File: src/rtl/cache_geom_pkg.sv
`default_nettype none

package cache_geom_pkg;

	// ========================================================================
	// address layout and cache shape
	// ========================================================================

	// a byte address is split into tag (31..4) and set index (13..4)
	localparam int adr_w = 32;
	localparam int lo_bit = 4;
	localparam int hi_bit = 13;

	// four lines per set, one set per index value
	localparam int num_ways = 4;
	localparam int num_sets = 1024;
	localparam int line_bytes = 16;

	// field widths derived from the layout above
	localparam int tag_w = adr_w - lo_bit;
	localparam int index_w = hi_bit - lo_bit + 1;
	localparam int line_w = line_bytes * 8;
	localparam int entry_w = tag_w + line_w;
	localparam int way_w = $clog2(num_ways);

	// ========================================================================
	// vector types
	// ========================================================================

	typedef logic [adr_w-1:0] addr_t;
	typedef logic [tag_w-1:0] tag_t;
	typedef logic [index_w-1:0] index_t;
	typedef logic [line_w-1:0] line_t;
	typedef logic [line_bytes-1:0] sel_t;
	typedef logic [way_w-1:0] way_t;
	typedef logic [num_ways-1:0] ways_t;

	// the tag sits in the upper bits of an entry, the line data below it
	typedef logic [entry_w-1:0] entry_t;

	// way 0 occupies the lowest entry_w bits of the set word
	typedef logic [num_ways*entry_w-1:0] set_t;

endpackage

`default_nettype wire

File: src/rtl/way_match.sv
`timescale 1ns/10ps
`default_nettype none

module way_match (
	input wire cache_geom_pkg::set_t set_word,
	input wire cache_geom_pkg::ways_t valid,
	input wire cache_geom_pkg::tag_t tag,
	output cache_geom_pkg::ways_t hit_vec,
	output cache_geom_pkg::way_t hit_way
);

	// the ways are scanned from the top down
	// so the lowest hitting way is the one left in hit_way
	always_comb begin
		cache_geom_pkg::entry_t entry;
		hit_vec = '0;
		hit_way = '0;
		for (int w = cache_geom_pkg::num_ways - 1; w >= 0; w--) begin
			entry = set_word[w*cache_geom_pkg::entry_w +: cache_geom_pkg::entry_w];
			// stale tags in ways without a valid flag never match
			hit_vec[w] = valid[w] &&
				(entry[cache_geom_pkg::line_w +: cache_geom_pkg::tag_w] == tag);
			if (hit_vec[w]) begin
				hit_way = cache_geom_pkg::way_t'(w);
			end
		end
	end

endmodule

`default_nettype wire

File: config.mk
export PLATFORM = sky130hd
export DESIGN_NAME = way_match
export DESIGN_NICKNAME = d
export VERILOG_FILES = /design/src/rtl/cache_geom_pkg.sv /design/src/rtl/way_match.sv
export SDC_FILE = /design/constraint.sdc
export NUM_CORES = 1
export LEC_CHECK = 0
export ABC_AREA = 1
export BUFFER_PORTS_ARGS = -buffer_cell sky130_fd_sc_hd__buf_2
export CORE_AREA = 2 2 255 257
export DETAILED_ROUTE_END_ITERATION = 10
export DIE_AREA = 0 0 257 259
export GPL_TIMING_DRIVEN = 0
export MAX_ROUTING_LAYER = met4
export SLEW_MARGIN = 0
export SYNTH_ARGS = -nofsm -noshare
export SYNTH_HDL_FRONTEND = slang
export SYNTH_SLANG_ARGS = --single-unit
export TNS_END_PERCENT = 50
File: constraint.sdc
create_clock -name vclk -period 2.35
set_clock_uncertainty 0.15 [all_clocks]
set_input_delay 0.235 -clock vclk [all_inputs]
set_output_delay 0.235 -clock vclk [all_outputs]
set_load 0.02 [all_outputs]
==> results.sh <==
export IMPL_die_w_um=257
export IMPL_wirelength_um=19000
export IMPL_min_path_cells=8
export IMPL_route_detailed_drc=0
export IMPL_die_area_um2=66600
export IMPL_hold_viol=0
export IMPL_holdWs_ns=0.899
export IMPL_p_per_area_nw_per_um2=130
export IMPL_grt_pass1_vias=2718
export IMPL_grt_max_degree=8
export IMPL_syn2layout_area_growth_pct=99.1
export IMPL_gr_usage_met2_pct=7.02
export IMPL_drive_gt1_share_pct=31.9
export IMPL_viasPerCell=2.15
export IMPL_num_vias=3154
export IMPL_syn_num_nets=1104
export IMPL_nClkBuffers=0
export IMPL_grtUsageMet3_pct=1.27
export IMPL_ff_latch_area_um2=0
export IMPL_ant_nets=0
export IMPL_drt_iter0_markers=136
export IMPL_place_inst=1453
export IMPL_synth_seq_area_share_pct=0
export IMPL_setup_ws_ns=0.176
export IMPL_ys_types=22
export IMPL_post_route_period_util_pct=92.5
export IMPL_setup_viol=0
export IMPL_busiest_layer="met1"
export IMPL_outcome="finished, final reports clean"
export IMPL_synthDominantCellAreaShare_pct=40.2
export IMPL_final_min_clock_period_ns=2.17
export IMPL_yosys_warnings=0
export IMPL_fmax_mhz=460
export IMPL_leakage_nw=1.88
export IMPL_synth_commonest_cells="nand2_1 (206), inv_1 (79), nor2_1 (55), o21ai_0 (24), inv_2 (20)"
export IMPL_die_y_um=259
export IMPL_maxSlewHeadroom_pct=53.7
export IMPL_met1_usage_pct=9.33
export IMPL_grt_ovfl_total=0
export IMPL_yosysMostFrequentCell="nand2_1"
export IMPL_syn_mean_instance_area_um2=4.30
export IMPL_stdcell_count=1465
export IMPL_hold_path_class="in2out"
export IMPL_netlist_area_um2=1930
export IMPL_pin_count=662
export IMPL_power_w=0.000498
export IMPL_grt_pass1_wl_um=23900
export IMPL_post_drt_wl_per_cell_um=13.0
export IMPL_grt_usage_pct=5.68
export IMPL_rows=93
export IMPL_fin_nets=1256
export IMPL_postSynthCellCount=448
export IMPL_preCtsSetupSlack_ns=-0.138
export IMPL_fp_coreArea_um2=63900
export IMPL_critical_path_class="in2out"
export IMPL_rsz0062_at_grt="true"
export IMPL_start_util_pct=3.01
export IMPL_cp_arrival_ns=1.79
export IMPL_end_kind="output port"
export IMPL_antenna_found_initial=48
export IMPL_peakVddDrop_uv=60.7
export IMPL_synth_top_area_cell="nand2_1"
export IMPL_max_cap_violations=0
export IMPL_startpoint_type="input pin"
export IMPL_dpl_cell_area_um2=3750
export IMPL_maxSlewViolCount=0
export IMPL_crit_required_ns=1.97
export IMPL_synth_area_leaders="nand2_1 (40%), inv_1 (15%), nor2_1 (11%)"
export IMPL_crit_path_max_fanout=6
export IMPL_place_gp_congestion=0.855
export IMPL_worst_pin_slew_ns=0.687
export IMPL_worstHoldStart="valid[3]"
export IMPL_hold_end="hit_vec[3]"
export IMPL_seq_cells=0
export IMPL_final_area_um2=3830
export IMPL_dpl_hpwl_um=18400
export IMPL_first_pass_iters=4
export IMPL_buffer_ports_inserted=150
## cells in the final DEF (no fill, tap or decap), types with 2 or more instances in the layout
cell      count
nor2_1       50
nand2_1     203
o21ai_1       3
inv_2        20
or2_2         3
nor3_1        2
xnor2_1      14
inv_1        78
nand3_1       7
xor2_1       12
o21ai_0      23
diode_2      12
nand4_1       5
nor2_4        4
clkinv_1      3
nor2_2        4
o22ai_1       3
nand2_2       5
buf_2       149
## how the worst max path moves through the flow
stage	slack, ns	end	start
floorplan	0.65	hit_way[1]	tag[15]
CTS	0.005	hit_way[0]	tag[12]
global placement	-0.15	hit_vec[0]	tag[7]
detailed placement	-0.14	hit_vec[0]	tag[7]
finish	0.18	hit_way[0]	tag[7]
global route	-0.008	hit_way[1]	tag[7]
## cell type report
class                           count  area [µm²]
Fill cell                        7618       60000
Antenna cell                       12        30.0
Tap cell                          855        1070
Inverter                          102         387
Timing Repair Buffer              150         753
Multi-Input combinational cell    346        1590
## power breakdown
part	internal (W)	total, W	switching [W]
sequential	0	0	0
combinational	0.000197	0.000498	0.000301
clock	0.000000000441	0.000000000441	0
total	0.000197	0.000498	0.000301
## worst max-delay path: stages
cell        delay [ns]
buf_2             0.16
clkinvlp_4        0.22
nand2_4           0.15
o21ai_2           0.10
inv_1             0.07
nand2_1           0.04
nor2_1            0.09
nand2_1           0.12
nor2_1            0.15
nand2_2           0.11
a21oi_2           0.14
buf_2             0.18
## per-stage QoR
stage	setup TNS, ns	utilization [%]
after floorplan	0	-
after global placement	-0.315	5.86
after detailed placement	-0.280	5.86
after CTS	0	5.91
after global routing	-0.0146	5.98
final	0	6.00
## cells by family after synthesis
logic type / after synthesis / share of synthesized area (%)
xor gates and xnor gates: 27 / 12.3
AOI/OAI and AO/OA: 34 / 9.49
and+or+nand+nor: 285 / 58.3
buffers and inverters: 102 / 19.9
## per-layer routing
layer / vias to the layer above / wire [µm]
li1: 1629 / -
met1: 1267 / 10800
met2: 224 / 6280
met3: 34 / 1720
met4: 0 / 244
met5: - / 0
## what timing repair did
item                       in CTS  in global routing
setup endpoints to repair       3                  4
resized for setup               8                  9
pin swaps                       0                  1
buffers inserted                0                  0
hold buffers                    0                  0
(Power assumes the default switching activity.)
