<file path="src/rtl/cache_geom_pkg.sv">
`default_nettype none

package cache_geom_pkg;

	// ========================================================================
	// address layout and cache shape
	// ========================================================================

	// a byte address is split into tag (31..4) and set index (13..4)
	localparam int adr_w = 32;
	localparam int lo_bit = 4;
	localparam int hi_bit = 13;

	// four lines per set, one set per index value
	localparam int num_ways = 4;
	localparam int num_sets = 1024;
	localparam int line_bytes = 16;

	// field widths derived from the layout above
	localparam int tag_w = adr_w - lo_bit;
	localparam int index_w = hi_bit - lo_bit + 1;
	localparam int line_w = line_bytes * 8;
	localparam int entry_w = tag_w + line_w;
	localparam int way_w = $clog2(num_ways);

	// ========================================================================
	// vector types
	// ========================================================================

	typedef logic [adr_w-1:0] addr_t;
	typedef logic [tag_w-1:0] tag_t;
	typedef logic [index_w-1:0] index_t;
	typedef logic [line_w-1:0] line_t;
	typedef logic [line_bytes-1:0] sel_t;
	typedef logic [way_w-1:0] way_t;
	typedef logic [num_ways-1:0] ways_t;

	// the tag sits in the upper bits of an entry, the line data below it
	typedef logic [entry_w-1:0] entry_t;

	// way 0 occupies the lowest entry_w bits of the set word
	typedef logic [num_ways*entry_w-1:0] set_t;

endpackage

`default_nettype wire

</file>
<file path="src/rtl/way_match.sv">
`timescale 1ns/10ps
`default_nettype none

module way_match (
	input wire cache_geom_pkg::set_t set_word,
	input wire cache_geom_pkg::ways_t valid,
	input wire cache_geom_pkg::tag_t tag,
	output cache_geom_pkg::ways_t hit_vec,
	output cache_geom_pkg::way_t hit_way
);

	// the ways are scanned from the top down
	// so the lowest hitting way is the one left in hit_way
	always_comb begin
		cache_geom_pkg::entry_t entry;
		hit_vec = '0;
		hit_way = '0;
		for (int w = cache_geom_pkg::num_ways - 1; w >= 0; w--) begin
			entry = set_word[w*cache_geom_pkg::entry_w +: cache_geom_pkg::entry_w];
			// stale tags in ways without a valid flag never match
			hit_vec[w] = valid[w] &&
				(entry[cache_geom_pkg::line_w +: cache_geom_pkg::tag_w] == tag);
			if (hit_vec[w]) begin
				hit_way = cache_geom_pkg::way_t'(w);
			end
		end
	end

endmodule

`default_nettype wire

</file>
<file path="src/rtl/read_port.sv">
`timescale 1ns/10ps
`default_nettype none

module read_port (
	input wire wclk,
	input wire rst,
	input wire rd_stb,
	input wire cache_geom_pkg::addr_t rd_adr,
	output cache_geom_pkg::index_t b_index,
	input wire cache_geom_pkg::set_t b_set,
	input wire cache_geom_pkg::ways_t b_valid,
	output logic rd_ack,
	output logic rd_hit,
	output cache_geom_pkg::line_t rd_dat
);

	logic req_stb;
	cache_geom_pkg::addr_t req_adr;
	logic s1_stb;
	cache_geom_pkg::tag_t s1_tag;
	cache_geom_pkg::ways_t hit_vec;
	cache_geom_pkg::way_t hit_way;
	cache_geom_pkg::entry_t hit_entry;

	// the sampling edge captures the request, a new one may come every cycle
	always_ff @(posedge wclk) begin
		if (rst) begin
			req_stb <= 1'b0;
		end else begin
			req_stb <= rd_stb;
		end
	end

	always_ff @(posedge wclk) begin
		req_adr <= rd_adr;
	end

	assign b_index = req_adr[cache_geom_pkg::hi_bit:cache_geom_pkg::lo_bit];

	// ========================================================================
	// stage 1, strobe and tag ride along with the set and flag reads
	// ========================================================================

	always_ff @(posedge wclk) begin
		if (rst) begin
			s1_stb <= 1'b0;
		end else begin
			s1_stb <= req_stb;
		end
	end

	always_ff @(posedge wclk) begin
		s1_tag <= req_adr[cache_geom_pkg::adr_w-1:cache_geom_pkg::lo_bit];
	end

	way_match way_match_r (
		.set_word(b_set),
		.valid(b_valid),
		.tag(s1_tag),
		.hit_vec(hit_vec),
		.hit_way(hit_way)
	);

	assign hit_entry = b_set[int'(hit_way)*cache_geom_pkg::entry_w +: cache_geom_pkg::entry_w];

	// ========================================================================
	// stage 2, the response register
	// ========================================================================

	always_ff @(posedge wclk) begin
		if (rst) begin
			rd_ack <= 1'b0;
			rd_hit <= 1'b0;
		end else begin
			rd_ack <= s1_stb;
			rd_hit <= s1_stb && (|hit_vec);
		end
	end

	// a miss returns an all zero line
	always_ff @(posedge wclk) begin
		rd_dat <= (|hit_vec) ? hit_entry[cache_geom_pkg::line_w-1:0] : '0;
	end

endmodule

`default_nettype wire

</file>
<file path="config.mk">
export PLATFORM = sky130hd
export DESIGN_NAME = read_port
export DESIGN_NICKNAME = d
export VERILOG_FILES = /design/src/rtl/cache_geom_pkg.sv /design/src/rtl/way_match.sv /design/src/rtl/read_port.sv
export SDC_FILE = /design/constraint.sdc
export NUM_CORES = 1
export LEC_CHECK = 0
export BUFFER_PORTS_ARGS = -buffer_cell sky130_fd_sc_hd__buf_2
export CORE_AREA = 3 3 315 317
export DETAILED_ROUTE_END_ITERATION = 7
export DIE_AREA = 0 0 318 320
export MAX_ROUTING_LAYER = met4
export PLACE_DENSITY = 0.43
export SLEW_MARGIN = 20
export SYNTH_ARGS = -nofsm -noshare
export SYNTH_HDL_FRONTEND = slang
export SYNTH_SLANG_ARGS = --single-unit
</file>
<file path="constraint.sdc">
create_clock -name wclk -period 3 [get_ports wclk]
set_input_delay 0.3 -clock wclk [delete_from_list [all_inputs] [get_ports wclk]]
set_output_delay 0.3 -clock wclk [all_outputs]
set_load 0.05 [all_outputs]
</file>
==> out/metrics.cfg <==
[die]
dieArea_um2 = 102000
core_um2 = 96600
rows = 114
dieWidth_um = 318
ios = 803
fp.dieH_um = 320
start_util_pct = 11.3

[sta]
setup_viol = 0
fin_skew_ns = 0.0242
finalCritPeriodShare_pct = 97.5
report.final.hold_viol_count = 0
clock.fmax_mhz = 342
tns_ns = 0
tightest_slew_ns = 0.725
whs_ns = 0.0513
finalMaxSlewViolations = 0
rsz0062_at_grt = false
max_slew_margin_pct = 51.6
min_period_ns = 2.92

[drt]
drt-wirelength-per-cell_um = 21.0
first_pass_iters = 5
vias = 15600
vias_per_cell = 4.16
wirelength_mm = 78.8
drc = 0
drt_iter0_drc = 1122
ant_nets = 0

[yosys]
synth_top_family_by_area = simple AND/OR/NAND/NOR gates
yosys_warnings = 0
synth_top_area_cell = dfxtp_1
seq_area_frac_synth_pct = 34.4
synth_top_area_share_pct = 34.4
synth_cell_types = 23
synth_adder_area_share_pct = 0
synth.cell_area_um2 = 11000
synth_xor_area_share_pct = 8.88
ys_top_cells_by_area = dfxtp_1, nor4_1, o2bb2ai_1
avgSynthCellArea_um2 = 7.66
yosys.area_share.simple_pct = 30.6
synth_compound_area_share_pct = 19.2
yosys-mux-area-fraction_pct = 0
synth-seq-cells = 188
syn_nets = 2092
synthCells = 1429

[power]
peakVddDrop_uv = 371
power_density_nw_per_um2 = 318
power_leakage_nw = 8.43

[clocking]
numCtsBuffers = 17
clock_latency_ns = 0.54
cts_tree = built
cts_sinks = 188
clk_path_buf_depth = 2
clock-root-buffer = clkbuf_16
cts.htree.levels = 4
path_clk_slew_ns = 0.09

[setup_path]
cp_cell_sequence = xor2_1 -> nor4_1 -> buf_4 -> nand4_1 -> or4_4 -> buf_4 -> a211oi_1 -> buf_4 -> o2bb2ai_1
worstSetupPathType = flip-flop to flip-flop
path_max_fanout = 26
slowest_delay_ns = 0.63
cp-start-kind = flip-flop
worstSetupEndpointType = flip-flop
cpMostUsedCell = buf_4
r2r_slack_ns = 0.08
critPathRequiredTime_ns = 3.41
crit_path_top_delay_cell = or4_4
cp.arrival_ns = 3.33

[outcome]
status = completed

[hold_path]
min-delay-path-class = input port to flip-flop

[grt]
grt_max_degree = 89
globalRouteTotalUtil_pct = 15.3
overflow = 0
grt_pass1_wl_mm = 111
antenna_found_initial = 21
grt_pass1_vias = 16000

[placement]
port_buffers = 798
place.gp.congestion = 0.925
dp_hpwl_mm = 60.2

[layout]
fillCellCount = 10900
nets = 3107
multi_input_area_um2 = 6480
final_common_cell = buf_2
utilization_pct = 21.0
final_cell_mix = buf_2, nor4_1, nand2_1
area_growth_pct = 85.1
drive_above_1_share_pct = 39.2
final-seq-area_um2 = 3770

[job]
maxCapViolations = 0

==> state kept, by name (all words and copies together), names as in the netlist <==
| register | flops |
|---|---|
| s1_tag | 28 |
| rd_dat | 128 |
| rd_hit | 1 |
| s1_stb | 1 |
| req_adr | 28 |
| rd_ack | 1 |
| req_stb | 1 |
==> kinds of logic (layout without fill, tap and decap cells) <==
logic type | count (synthesis) | in the layout
and+or+nand+nor | 692 | 692
buffers and inverters | 180 | 1208
DFF | 188 | 188
AOI/OAI and AO/OA | 258 | 258
xor gates and xnor gates | 111 | 111
other | 0 | 17
==> cell type report <==
cell class	instances	area share, %
diodes	17	0.210
clock buffers	17	2.10
clock inverters	15	0.938
inverters	1	0.0185
multi-input cells	1061	32.0
flip-flops and latches	188	18.6
well taps	1276	7.88
repair buffers	1175	38.3
==> routing by layer <==
metal / vias up / routed length, um / part of all wire (%) / GRT usage [%]
met5: - / 0 / 0 / -
met4: 0 / 2210 / 2.8 / 5.47
met3: 104 / 5260 / 6.7 / 3.55
met2: 750 / 37400 / 47 / 24.6
met1: 7408 / 33900 / 43 / 18.6
li1: 7325 / - / - / -
==> cell usage after synthesis <==
library cell  count
a211oi_1        128
and2_1            3
buf_1             6
buf_2            19
buf_4            18
clkbuf_1        136
dfxtp_1         188
inv_1             1
nand2_1         263
nand2b_1          2
nand3_1           2
nand4_1          14
nor2_1          128
nor2b_1           3
nor3_1            2
nor4_1          273
nor4b_1           1
o2111ai_1         1
o21a_1            1
o2bb2ai_1       128
or4_1             1
xnor2_1          54
xor2_1           57
==> through the flow <==
step | instances | worst slack (ns) | power, mW | cell area [um2]
floorplan | 1429 | 0.752 | 2.99 | 11000
finish | 3750 | 0.0757 | 6.44 | 20300
detailed placement | 3440 | -0.0820 | 3.67 | 17000
CTS | 3732 | 0.00908 | 6.56 | 20200
global placement | 3440 | -0.128 | 3.67 | 17000
global route | 3748 | 0.00921 | 6.74 | 20300
==> worst max-delay path, delay by kind of cell (launching register included) <==
kind            cells  cell delay [ns]
flops               1             0.38
buf+inv             3             0.64
compound gates      2             0.48
xor+xnor            1             0.15
simple gates        3             1.12
==> report_power, final <==
group          leakage [nW]  total [mW]  internal, mW  switching [mW]
Combinational          6.61        1.32         0.709           0.608
Sequential             1.54        2.59          2.54          0.0507
Clock                 0.292        2.54          1.14            1.40
==> worst paths after layout <==
kind                             from                      to  depth (start not counted)
setup reg to reg   s1_tag[24]$_DFF_P_  rd_dat[107]$_SDFF_PN0_                          9
setup / recovery   s1_tag[24]$_DFF_P_  rd_dat[107]$_SDFF_PN0_                          9
hold / removal              b_set[58]   rd_dat[58]$_SDFF_PN0_                          3
hold reg to reg   req_adr[27]$_DFF_P_      s1_tag[23]$_DFF_P_                          0
==> what timing repair did <==
item	4_1_cts	5_1_grt
buffers inserted	2	1
setup endpoints to repair	56	49
gates resized for setup	1	7
pin swaps	1	1
gates cloned	0	0
hold buffers	258	0
endpoints found under the hold margin	157	0
(Power assumes the default switching activity.)
