--- src/rtl/cache_geom_pkg.sv ---
`default_nettype none

package cache_geom_pkg;

	// ========================================================================
	// address layout and cache shape
	// ========================================================================

	// a byte address is split into tag (31..4) and set index (13..4)
	localparam int adr_w = 32;
	localparam int lo_bit = 4;
	localparam int hi_bit = 13;

	// four lines per set, one set per index value
	localparam int num_ways = 4;
	localparam int num_sets = 1024;
	localparam int line_bytes = 16;

	// field widths derived from the layout above
	localparam int tag_w = adr_w - lo_bit;
	localparam int index_w = hi_bit - lo_bit + 1;
	localparam int line_w = line_bytes * 8;
	localparam int entry_w = tag_w + line_w;
	localparam int way_w = $clog2(num_ways);

	// ========================================================================
	// vector types
	// ========================================================================

	typedef logic [adr_w-1:0] addr_t;
	typedef logic [tag_w-1:0] tag_t;
	typedef logic [index_w-1:0] index_t;
	typedef logic [line_w-1:0] line_t;
	typedef logic [line_bytes-1:0] sel_t;
	typedef logic [way_w-1:0] way_t;
	typedef logic [num_ways-1:0] ways_t;

	// the tag sits in the upper bits of an entry, the line data below it
	typedef logic [entry_w-1:0] entry_t;

	// way 0 occupies the lowest entry_w bits of the set word
	typedef logic [num_ways*entry_w-1:0] set_t;

endpackage

`default_nettype wire

--- src/rtl/cache_seq_pkg.sv ---
`default_nettype none

package cache_seq_pkg;

	// maintenance operations, listed in falling priority when strobes collide
	typedef enum logic [1:0] {
		op_load,
		op_write,
		op_inval
	} maint_op_e;

	// maintenance sequencer states
	// look waits for the registered set read, update writes it back
	typedef enum logic [1:0] {
		st_idle,
		st_look,
		st_update
	} ctrl_state_e;

	// edges from the edge that samples a strobe to the edge that raises its ack
	// this holds for reads and for every maintenance operation
	localparam int op_latency = 2;

endpackage

`default_nettype wire

--- src/rtl/cache_ctrl.sv ---
`timescale 1ns/10ps
`default_nettype none

module cache_ctrl (
	input wire wclk,
	input wire rst,
	input wire ld_stb,
	input wire wr_stb,
	input wire inv_stb,
	input wire cache_geom_pkg::addr_t ld_adr,
	input wire cache_geom_pkg::addr_t wr_adr,
	input wire cache_geom_pkg::addr_t inv_adr,
	input wire cache_geom_pkg::line_t ld_dat,
	input wire cache_geom_pkg::line_t wr_dat,
	input wire cache_geom_pkg::sel_t wr_sel,
	input wire cache_geom_pkg::ways_t hit_vec,
	input wire cache_geom_pkg::way_t hit_way,
	output cache_seq_pkg::maint_op_e op,
	output cache_geom_pkg::index_t look_index,
	output cache_geom_pkg::tag_t look_tag,
	output cache_geom_pkg::sel_t sel,
	output cache_geom_pkg::line_t wdat,
	output cache_geom_pkg::line_t ldat,
	output logic ram_we,
	output logic shift_in,
	output logic clear,
	output cache_geom_pkg::way_t clear_way,
	output logic ld_done,
	output logic wr_ack,
	output logic wr_hit,
	output logic inv_done,
	output logic busy
);

	cache_seq_pkg::ctrl_state_e state;
	cache_geom_pkg::addr_t op_adr;
	logic any_stb;
	logic start;
	logic any_hit;
	logic in_update;

	assign any_stb = ld_stb | wr_stb | inv_stb;
	assign busy = (state != cache_seq_pkg::st_idle);
	assign start = !busy && any_stb;
	assign any_hit = |hit_vec;
	assign in_update = (state == cache_seq_pkg::st_update);

	// load wins over write, write wins over invalidate
	assign op_adr = ld_stb ? ld_adr : (wr_stb ? wr_adr : inv_adr);

	// ========================================================================
	// sequencer
	// ========================================================================

	// idle -> look (set read in flight) -> update (write back) -> idle
	always_ff @(posedge wclk) begin
		if (rst) begin
			state <= cache_seq_pkg::st_idle;
			op <= cache_seq_pkg::op_load;
		end else begin
			case (state)
				cache_seq_pkg::st_idle: begin
					if (any_stb) begin
						state <= cache_seq_pkg::st_look;
						if (ld_stb) begin
							op <= cache_seq_pkg::op_load;
						end else if (wr_stb) begin
							op <= cache_seq_pkg::op_write;
						end else begin
							op <= cache_seq_pkg::op_inval;
						end
					end
				end
				cache_seq_pkg::st_look: begin
					state <= cache_seq_pkg::st_update;
				end
				default: begin
					state <= cache_seq_pkg::st_idle;
				end
			endcase
		end
	end

	// operands are held for the whole operation, strobes are ignored meanwhile
	always_ff @(posedge wclk) begin
		if (start) begin
			look_index <= op_adr[cache_geom_pkg::hi_bit:cache_geom_pkg::lo_bit];
			look_tag <= op_adr[cache_geom_pkg::adr_w-1:cache_geom_pkg::lo_bit];
			sel <= wr_sel;
			wdat <= wr_dat;
			ldat <= ld_dat;
		end
	end

	// the hit vector is valid in update, one cycle after the set was read
	assign ram_we = in_update &&
		((op == cache_seq_pkg::op_load) || ((op == cache_seq_pkg::op_write) && any_hit));
	assign shift_in = in_update && (op == cache_seq_pkg::op_load);
	assign clear = in_update && (op == cache_seq_pkg::op_inval) && any_hit;
	assign clear_way = hit_way;

	// completion pulses appear as the sequencer drops back to idle
	always_ff @(posedge wclk) begin
		if (rst) begin
			ld_done <= 1'b0;
			wr_ack <= 1'b0;
			wr_hit <= 1'b0;
			inv_done <= 1'b0;
		end else begin
			ld_done <= in_update && (op == cache_seq_pkg::op_load);
			wr_ack <= in_update && (op == cache_seq_pkg::op_write);
			wr_hit <= in_update && (op == cache_seq_pkg::op_write) && any_hit;
			inv_done <= in_update && (op == cache_seq_pkg::op_inval);
		end
	end

	// ========================================================================
	// checks
	// ========================================================================

	a_no_stb_busy: assert property (@(posedge wclk) disable iff (rst)
		busy |-> !any_stb)
		else $error("cache_ctrl: strobe while busy, request dropped");

	// the set word is written in the update state only
	// which lies op_latency edges after the edge that took the strobe
	a_we_update: assert property (@(posedge wclk) disable iff (rst)
		ram_we |-> $past(start, cache_seq_pkg::op_latency))
		else $error("cache_ctrl: set write outside the update state");

	a_latency: assert property (@(posedge wclk) disable iff (rst)
		start |=> busy [*cache_seq_pkg::op_latency] ##1
			(!busy && (ld_done || wr_ack || inv_done)))
		else $error("cache_ctrl: completion not on time");

endmodule

`default_nettype wire

--- config.mk ---
export PLATFORM = sky130hd
export DESIGN_NAME = cache_ctrl
export DESIGN_NICKNAME = d
export VERILOG_FILES = /design/src/rtl/cache_geom_pkg.sv /design/src/rtl/cache_seq_pkg.sv /design/src/rtl/cache_ctrl.sv
export SDC_FILE = /design/constraint.sdc
export NUM_CORES = 1
export LEC_CHECK = 0
export BUFFER_PORTS_ARGS = -buffer_cell sky130_fd_sc_hd__buf_2
export CORE_AREA = 2 2 275 277
export CTS_CLUSTER_SIZE = 20
export DETAILED_ROUTE_END_ITERATION = 12
export DIE_AREA = 0 0 277 279
export PLACE_DENSITY = 0.45
export RECOVER_POWER = 25
export REMOVE_ABC_BUFFERS = 1
export SLEW_MARGIN = 15
export SYNTH_ARGS = -nofsm -noshare
export SYNTH_HDL_FRONTEND = slang
export SYNTH_SLANG_ARGS = --single-unit
--- constraint.sdc ---
create_clock -name wclk -period 27.1 [get_ports wclk]
set_input_delay 0 -clock wclk [delete_from_list [all_inputs] [get_ports wclk]]
set_output_delay 0 -clock wclk [all_outputs]
set_load 0.05 [all_outputs]
==> impl_results.md, run 1 <==
* Status: complete, no violations
* Post-CTS Setup Repair Bufs at 0
* Register bit total from synthesis at 308
* Total congestion overflow at 0
* H-Tree Depth at 2
* Syn avg cell area at 22.9 um^2
* Drt first pass iters at 4
* CTS tree: built
* Core Region at 0.0741 mm^2
* First-pass GRT wire length at 52.2 mm
* Most frequent cells in the layout: buf_2 (675), dlygate4sd3_1 (336), edfxtp_1 (300)
* Worst EP arrival at 3.66 ns
* Drc violations at 0
* Synth Warn # at 0
* Nets at 1858
* Yosys cell types at 24
* Place WS at 23.57 ns
* Vias in the first global route at 8868
* WL final at 37.2 mm
* Mapped Cells at 438
* Area contributors post-synth: edfxtp_1 (90%), mux2i_1 (2.8%), dfxtp_1 (1.6%)
* CTS Hold Buffers Added at 336
* CTS max path bufs at 3
* Max-slew violation count at 0
* Crit end category: flop
* Final setup viols at 0
* Max Fclk at 0.285 GHz
* Critical path class: flop to flop
* Chip height at 279 um
* Synth area leader: edfxtp_1
* Worst-Skew Late Latency at 0.54 ns
* Antenna diode count at 0
* GRT Util Overall at 9.04%
* Final period util at 12.9%
* Leakage at 8.04 nW
* Tmin final at 3.51 ns
* Clk_skew at 0.0150 ns
* Worst Setup Start Kind: flop
* Slowest stage delay, CP at 0.86 ns
* CTS resizes at 0
* Yosys top cell area share at 89.8%
* Initial antenna violation count at 4
* Full die area at 0.0773 mm^2
* Die W at 277 um
* Max-cap violations at 0
* Gp weighted congestion at 0.837
* Vias at 8118
* Largest net degree at the start of global routing at 81
* CP dominant cell by count: buf_4
* Worst-path maximum fanout at 80
* Drt first-iter violations at 231
* Core Rows at 100
* Min-delay worst type: input pin to output pin
* Antenna viol nets, final at 0
* Fraction of layout cells with a size suffix above 1 at 48.8%
* Unrepaired setup endpoints after global routing: false
* Initial core utilization at 13.5%
* Setup TNS Final at 0 ns
* CP required at 27.26 ns
* Fill cell count at 7758
* Power Density at 74.7 mW/mm^2
* Slew margin rel. at 32.1%
* Vias/cell at 3.28
* CTS Buf Count at 37
* Final Hold Vio Count at 0
* Boundary Pins at 701
* CTS root buf: clkbuf_16
* Setup ws final at 23.59 ns
* CTS sink cnt at 308
* DPL Wire Length at 27.2 mm
* Layout Area Growth over Synthesis at 90.2%
* Critical path cell sequence: nor2_4 -> o31a_2 -> buf_4 -> buf_4
* Most common cell after layout, fill and taps aside: buf_2
* # port buffers at 684
* Wire length per cell at 15.0 um
* Seq/Total Area, Yosys at 91.4%
* Crit-path slowest cell: buf_4
* Clk slew on worst S/H paths at 0.07 ns
* Worst-Margin Slew at 1.02 ns
* Syn Std Cell Area at 0.0100 mm^2
* Max IR drop VDD at 0.0000374 V
registers in the layout, summed over array words and instances (netlist names):
register    flops
inv_done        1
ld_done         1
ldat          128
look_index      9
look_tag       19
op              2
sel            16
state           2
wdat          128
wr_ack          1
wr_hit          1
worst paths after layout:
kind                                 start  slack [ns]      endpoint  cells past startpoint
worst max-delay path              state[0]       23.59      ldat[62]                      4
worst min-delay path            hit_way[0]      0.0004  clear_way[0]                      0
worst min register to register    state[1]        0.54      state[1]                      1
worst max register to register    state[0]       23.59      ldat[62]                      4
kinds of logic (layout without fill, tap and decap cells):
group | count (synthesis) | in the layout | share of synthesized area, %
multiplexers | 28 | 28 | 2.79
AO/OA/AOI/OAI | 34 | 34 | 1.82
buffers and inverters | 25 | 1095 | 1.78
AND/OR/NAND/NOR | 43 | 43 | 2.18
flip-flops | 308 | 308 | 91.4
per-layer routing:
| layer | vias up | global-route usage [%] | wire (um) |
|---|---|---|---|
| met5 | - | 0 | 58 |
| met4 | 8 | 3.57 | 1140 |
| met3 | 58 | 4.84 | 4460 |
| met2 | 452 | 17.2 | 19700 |
| met1 | 3805 | 7.85 | 11900 |
| li1 | 3795 | - | - |
area by class of cell:
type	instances	area [um^2]	area share, %
inverters	1	3.75	0.0197
multi-input cells	105	683	3.58
repair buffers	1026	6820	35.8
clock buffers	46	1000	5.25
flip-flops and latches	308	9170	48.1
well taps	969	1210	6.36
clock inverters	22	184	0.964
where the power goes:
part / switching (mW) / internal, mW / total, mW
clock: 0.199 / 0.291 / 0.490
sequential: 0.0150 / 0.587 / 0.602
combinational: 0.244 / 0.0888 / 0.333
total: 0.458 / 0.966 / 1.42
per-stage QoR:
stage	power (mW)	hold slack, ns	instance area [um^2]	cells	util, %
finish	1.42	0.000417	19100	2477	25.8
global route	1.48	0.000286	19100	2477	25.8
CTS	1.45	0.000370	19100	2477	25.8
detailed placement	0.907	0.000370	14500	2073	19.6
global placement	0.905	0.000370	14500	2073	19.6
floorplan	0.826	0	9850	414	-
cell usage after synthesis:
cell type / count
nand2b_1: 2
nand3b_1: 1
o21a_1: 2
nor3_1: 2
nor3b_1: 1
nor3_2: 1
and2b_1: 1
mux2i_1: 28
buf_4: 14
nor4_2: 2
buf_6: 4
o21ai_1: 28
clkbuf_1: 4
buf_2: 2
nand2_1: 29
a21oi_1: 1
o22ai_1: 1
dfxtp_1: 8
edfxtp_1: 300
nor2_4: 1
a211oi_1: 1
o31a_1: 1
nor4_1: 3
inv_1: 1
worst max-delay path, delay by kind of cell (launching register included):
kind	cells	cell delay (ns)
AOI/OAI and AO/OA	1	0.66
DFF	1	0.42
buffers and inverters	2	1.66
and+or+nand+nor	1	0.20
Note: power is estimated with default switching activity, not from simulation.
==> run 2: changes to the inputs <==
- clock period: 27.1 -> 3.5 ns (I/O delays scaled with it)
==> impl_results.md, run 2 (synthesized netlist as in run 1, its figures left out) <==
* Multi-input logic area at 683 um^2 (unchanged)
* Vias at 8194 (+0.94%)
* Final setup viols at 0 (unchanged)
* Tmin final at 2.07 ns (-1.44 ns)
* Initial core utilization at 13.5% (unchanged)
* Vias in the first global route at 8823 (-0.51%)
* Max Fclk at 0.483 GHz (+69%)
* First-pass GRT wire length at 51.9 mm (-0.57%)
* Drc violations at 0 (unchanged)
* CTS sink cnt at 308 (unchanged)
* H-Tree Depth at 2 (unchanged)
* Die W at 277 um (unchanged)
* Min-delay worst type: input pin to output pin
* Fill cell count at 7715 (-0.55%)
* Total congestion overflow at 0 (unchanged)
* Worst EP arrival at 2.30 ns (-1.36 ns)
* Clk slew on worst S/H paths at 0.05 ns (-0.02 ns)
* Core Region at 0.0741 mm^2 (unchanged)
* Crit-path slowest cell: o31a_2
* # placed instances at 2085 (+0.58%)
* GRT Util Overall at 8.99% (-0.051 points)
* Max-cap violations at 0 (unchanged)
* Most common cell after layout, fill and taps aside: buf_2
* Wire length per cell at 14.9 um (-0.67%)
* Clk_skew at 0.0187 ns (+0.00367 ns)
* Drt first pass iters at 4 (unchanged)
* Critical path cell sequence: nor2_4 -> o31a_2 -> buf_12 -> buf_12
* Nets at 1867 (+0.48%)
* CTS tree: built
* Final Hold Vio Count at 0 (unchanged)
* Slew margin rel. at 63.0% (+31 points)
* CTS root buf: clkbuf_16
* Post-Layout Inst Area at 0.0191 mm^2 (+0.34%)
* Chip height at 279 um (unchanged)
* Critical path class: flop to flop
* DPL Wire Length at 28.3 mm (+4.2%)
* CTS max path bufs at 3 (unchanged)
* Max IR drop VDD at 0.000327 V (+770%)
* Largest regs: ldat (128), wdat (128), look_tag (19)
* Worst Setup Start Kind: flop
* Hold WS at 0.000417 ns (unchanged)
* Crit end category: flop
* Max-slew violation count at 0 (unchanged)
* Unrepaired setup endpoints after global routing: false
* Post-CTS Setup Repair Bufs at 0 (unchanged)
* Worst-path maximum fanout at 43 (-46%)
* Leakage at 8.08 nW (+0.48%)
* Worst-Skew Late Latency at 0.54 ns (about the same)
* Power Density at 569 mW/mm^2 (+660%)
* Status: complete, no violations
* Final period util at 59.2% (+46 points)
* Slowest stage delay, CP at 0.51 ns (-0.35 ns)
* Boundary Pins at 701 (unchanged)
* CP dominant cell by count: buf_12
* Full die area at 0.0773 mm^2 (unchanged)
* CTS Buf Count at 36 (-2.7%)
* Layout Area Growth over Synthesis at 90.8%
* Worst-Margin Slew at 0.555 ns (-0.464 ns)
* Most frequent cells in the layout: buf_2 (669), dlygate4sd3_1 (334), edfxtp_1 (300)
* Drt first-iter violations at 239 (+3.5%)
* Sequential Area at 0.00917 mm^2 (unchanged)
* Gp weighted congestion at 0.850 (+1.6%)
* # port buffers at 684 (unchanged)
* WL final at 37.0 mm (-0.47%)
* Fraction of layout cells with a size suffix above 1 at 49.3% (+0.53 points)
* Post-DP Area at 0.0147 mm^2 (+0.96%)
* Core Rows at 100 (unchanged)
* CP required at 3.73 ns (-23.53 ns)
* Non-Filler Instances at 2482 (+0.20%)
* Antenna viol nets, final at 0 (unchanged)
* Initial antenna violation count at 12 (+8)
* Largest net degree at the start of global routing at 94 (+16%)
* Vias/cell at 3.30 (+0.73%)
[run 2: path summary, 6_finish.rpt]
| kind | slack, ns | cells after the start | to | startpoint |
|---|---|---|---|---|
| worst max-delay path | 1.43 | 4 | ldat[123] | state[0] |
| worst min-delay path | 0.0004 | 0 | clear_way[0] | hit_way[0] |
| worst max register to register | 1.43 | 4 | ldat[123] | state[0] |
| worst min register to register | 0.53 | 2 | inv_done | op[1] |
[run 2: what timing repair did]
action,in CTS,in global routing
hold endpoints to repair,308,0
resized for setup,0,0
hold buffers,334,0
[run 2: per-layer routing]
metal	vias to the layer above	part of all wire (%)	global-route usage, %
met3	63	9.6	3.42
met1	3840	34	8.62
li1	3811	-	-
met2	472	53	17.1
met5	-	0.17	0
met4	8	3.3	3.65
[run 2: final cells by class]
class | instances | area share, %
multi-input combinational | 105 | 3.57
sequential | 308 | 47.9
timing repair buffer | 1036 | 36.2
antenna | 1 | 0.0131
inverter | 1 | 0.0196
tap | 969 | 6.33
clock buffer | 40 | 4.90
clock inverter | 22 | 1.03
[run 2: power breakdown]
group | leakage, nW | internal [mW] | switching [mW]
clock | 0.555 | 2.15 | 1.47
sequential | 3.03 | 4.54 | 0.124
combinational | 4.50 | 0.725 | 1.89
total | 8.08 | 7.41 | 3.49
[run 2: metrics by stage]
step                      worst slack (ns)  utilization [%]  setup TNS [ns]  power [mW]
after global placement                1.43             19.8               0        7.04
after detailed placement              1.42             19.8               0        7.06
final                                 1.43             25.8               0        10.9
after CTS                             1.43             25.9               0        11.1
after floorplan                      -5.01                -        -1509.04        6.40
after global routing                  1.33             25.8               0        11.3
[run 2: critical path: cells and delay by family, from the launching register on]
kind / cells / cell delay [ns]
simple gates: 1 / 0.20
buf+inv: 2 / 0.53
compound gates: 1 / 0.51
flops: 1 / 0.40
==> run 3: changes to the inputs <==
- clock period: 3.5 -> 1.99 ns (I/O delays scaled with it)
==> impl_results.md, run 3 (synthesized netlist as in run 1, its figures left out) <==
* Status: complete, no violations
* Met3 GRT Util at 3.82% (+0.39 points)
* Top delay family on crit path: flip-flops
* Wire length per cell at 15.0 um (+0.48%)
* Tmin final at 1.69 ns
* Antenna viol nets, final at 0 (unchanged)
* Post-CTS Setup Repair Bufs at 0 (unchanged)
* DPL Wire Length at 28.7 mm (+1.2%)
* First-pass GRT wire length at 53.4 mm (+2.8%)
* Final core occ at 25.9% (+0.069 points)
* WL final at 37.3 mm (+0.72%)
* Layout Area Growth over Synthesis at 91.3%
* Initial antenna violation count at 4 (-8)
* Drt first pass iters at 4 (unchanged)
* # placed instances at 2088 (+0.14%)
* CP required at 1.99 ns (-1.74 ns)
* H-Tree Depth at 2 (unchanged)
* CTS sink cnt at 308 (unchanged)
* Vias in the first global route at 8871 (+0.54%)
* Max Fclk at 0.591 GHz
* Fill cell count at 7715 (unchanged)
* Most frequent cells in the layout: buf_2 (676), dlygate4sd3_1 (333), edfxtp_1 (300)
* Buf/Inv on CP at 1 (-1)
* Worst-Skew Late Latency at 0.54 ns (about the same)
* Max-cap violations at 0 (unchanged)
* Drc violations at 0 (unchanged)
* RR Endpoint: wdat[41]
* Core Rows at 100 (unchanged)
* CTS Hold Buffers Added at 333 (-0.30%)
* Vias/cell at 3.28 (-0.75%)
* HP Start: hit_way[0]
* Hold Path Stages at 0 (unchanged)
* Met1 Use GR at 8.76% (+0.14 points)
* Fraction of layout cells with a size suffix above 1 at 49.3% (about the same)
* Leakage at 8.11 nW (+0.34%)
* Largest net degree at the start of global routing at 60 (-36%)
* Worst Hold End: clear_way[0]
* Max-slew violation count at 0 (unchanged)
* Unrepaired setup endpoints after global routing: false
* Met2 Use GR at 17.1% (unchanged)
* Vias at 8152 (-0.51%)
* Gp weighted congestion at 0.873 (+2.7%)
* Critical path cell sequence: nand2b_1 -> a211oi_1 -> buf_2
* Critical path class: flop to output pin
* Slowest stage delay, CP at 0.41 ns (-0.10 ns)
* Die W at 277 um (unchanged)
* CTS root buf: clkbuf_16
* Clk_skew at 0.0124 ns (-0.00634 ns)
* Setup TNS Final at 0 ns (unchanged)
* Max IR drop VDD at 0.000549 V (+68%)
* Worst-Margin Slew at 0.545 ns (-0.00936 ns)
* Most common cell after layout, fill and taps aside: buf_2
* # port buffers at 684 (unchanged)
* Power Density at 1000 mW/mm^2 (+76%)
* Crit-path slowest cell: dfxtp_1
* Slew margin rel. at 63.6% (+0.62 points)
* Busiest grt layer: met2
* Drt first-iter violations at 206 (-14%)
* Core Region at 0.0741 mm^2 (unchanged)
* Nets at 1870 (+0.16%)
* Crit end category: output pin
* GRT Util Overall at 9.19% (+0.20 points)
* CTS max path bufs at 3 (unchanged)
* Largest regs: ldat (128), wdat (128), look_tag (19)
* Chip height at 279 um (unchanged)
* RR Startpoint: state[0]
* Final setup viols at 0 (unchanged)
* Final Hold Vio Count at 0 (unchanged)
* Non-Filler Instances at 2488 (+0.24%)
* Worst EP arrival at 1.69 ns (-0.61 ns)
* Min-delay worst type: input pin to output pin
* Total congestion overflow at 0 (unchanged)
* CTS resizes at 0 (unchanged)
* Worst R2R Path Depth at 4 (unchanged)
* Initial core utilization at 13.5% (unchanged)
* Boundary Pins at 701 (unchanged)
* Final period util at 85.0%
* CTS Buf Count at 37 (+2.8%)
* Full die area at 0.0773 mm^2 (unchanged)
* CTS tree: built
* Worst-path maximum fanout at 5 (-88%)
* Worst Setup Start Kind: flop
* Clk slew on worst S/H paths at 0.05 ns (about the same)
* Worst R2R Setup Slack at 0.35 ns (-1.08 ns)
==> run 3: through the flow <==
stage               area, um^2  setup WS [ns]  total power [mW]  hold slack (ns)
global placement         14700          0.398              12.5         0.000370
global route             19200          0.164              20.0         0.000286
finish                   19200          0.298              19.2         0.000417
floorplan                 9850          -6.52              11.3                0
detailed placement       14700          0.371              12.5         0.000370
CTS                      19200          0.260              19.6         0.000370
==> run 3: how the worst max path moves through the flow <==
stage,slack [ns],to,start,cells past startpoint
floorplan,-6.52,ldat[0],state[0],2
global placement,0.40,ldat[13],state[1],4
detailed placement,0.37,ldat[13],state[1],4
CTS,0.26,ram_we,state[1],3
global route,0.16,ram_we,state[1],3
finish,0.30,ram_we,state[1],3
==> run 3: area by class of cell <==
cell class,count,area (um^2),area share (%)
antenna,2,5.00,0.0261
clock buffer,50,1020,5.30
clock inverter,15,120,0.626
inverter,1,3.75,0.0196
multi-input combinational,105,683,3.56
sequential,308,9170,47.8
tap,969,1210,6.32
timing repair buffer,1038,6980,36.4
==> run 3: where the power goes <==
group	switching (mW)	internal, mW
Combinational	3.34	1.30
Clock	2.55	3.83
Sequential	0.223	7.98
==> run 3: routing by layer <==
| metal | routed length (um) | up-vias |
|---|---|---|
| met5 | 24 | - |
| met4 | 1380 | 4 |
| met3 | 3690 | 66 |
| met2 | 19400 | 454 |
| met1 | 12800 | 3804 |
| li1 | - | 3824 |
==> run 3: worst reg2reg max path, delay by kind of cell, from the launching register on <==
kind | cells | cell delay [ns]
AND/OR/NAND/NOR | 1 | 0.18
flip-flops | 1 | 0.33
buffers and inverters | 2 | 0.52
AO/OA/AOI/OAI | 1 | 0.25
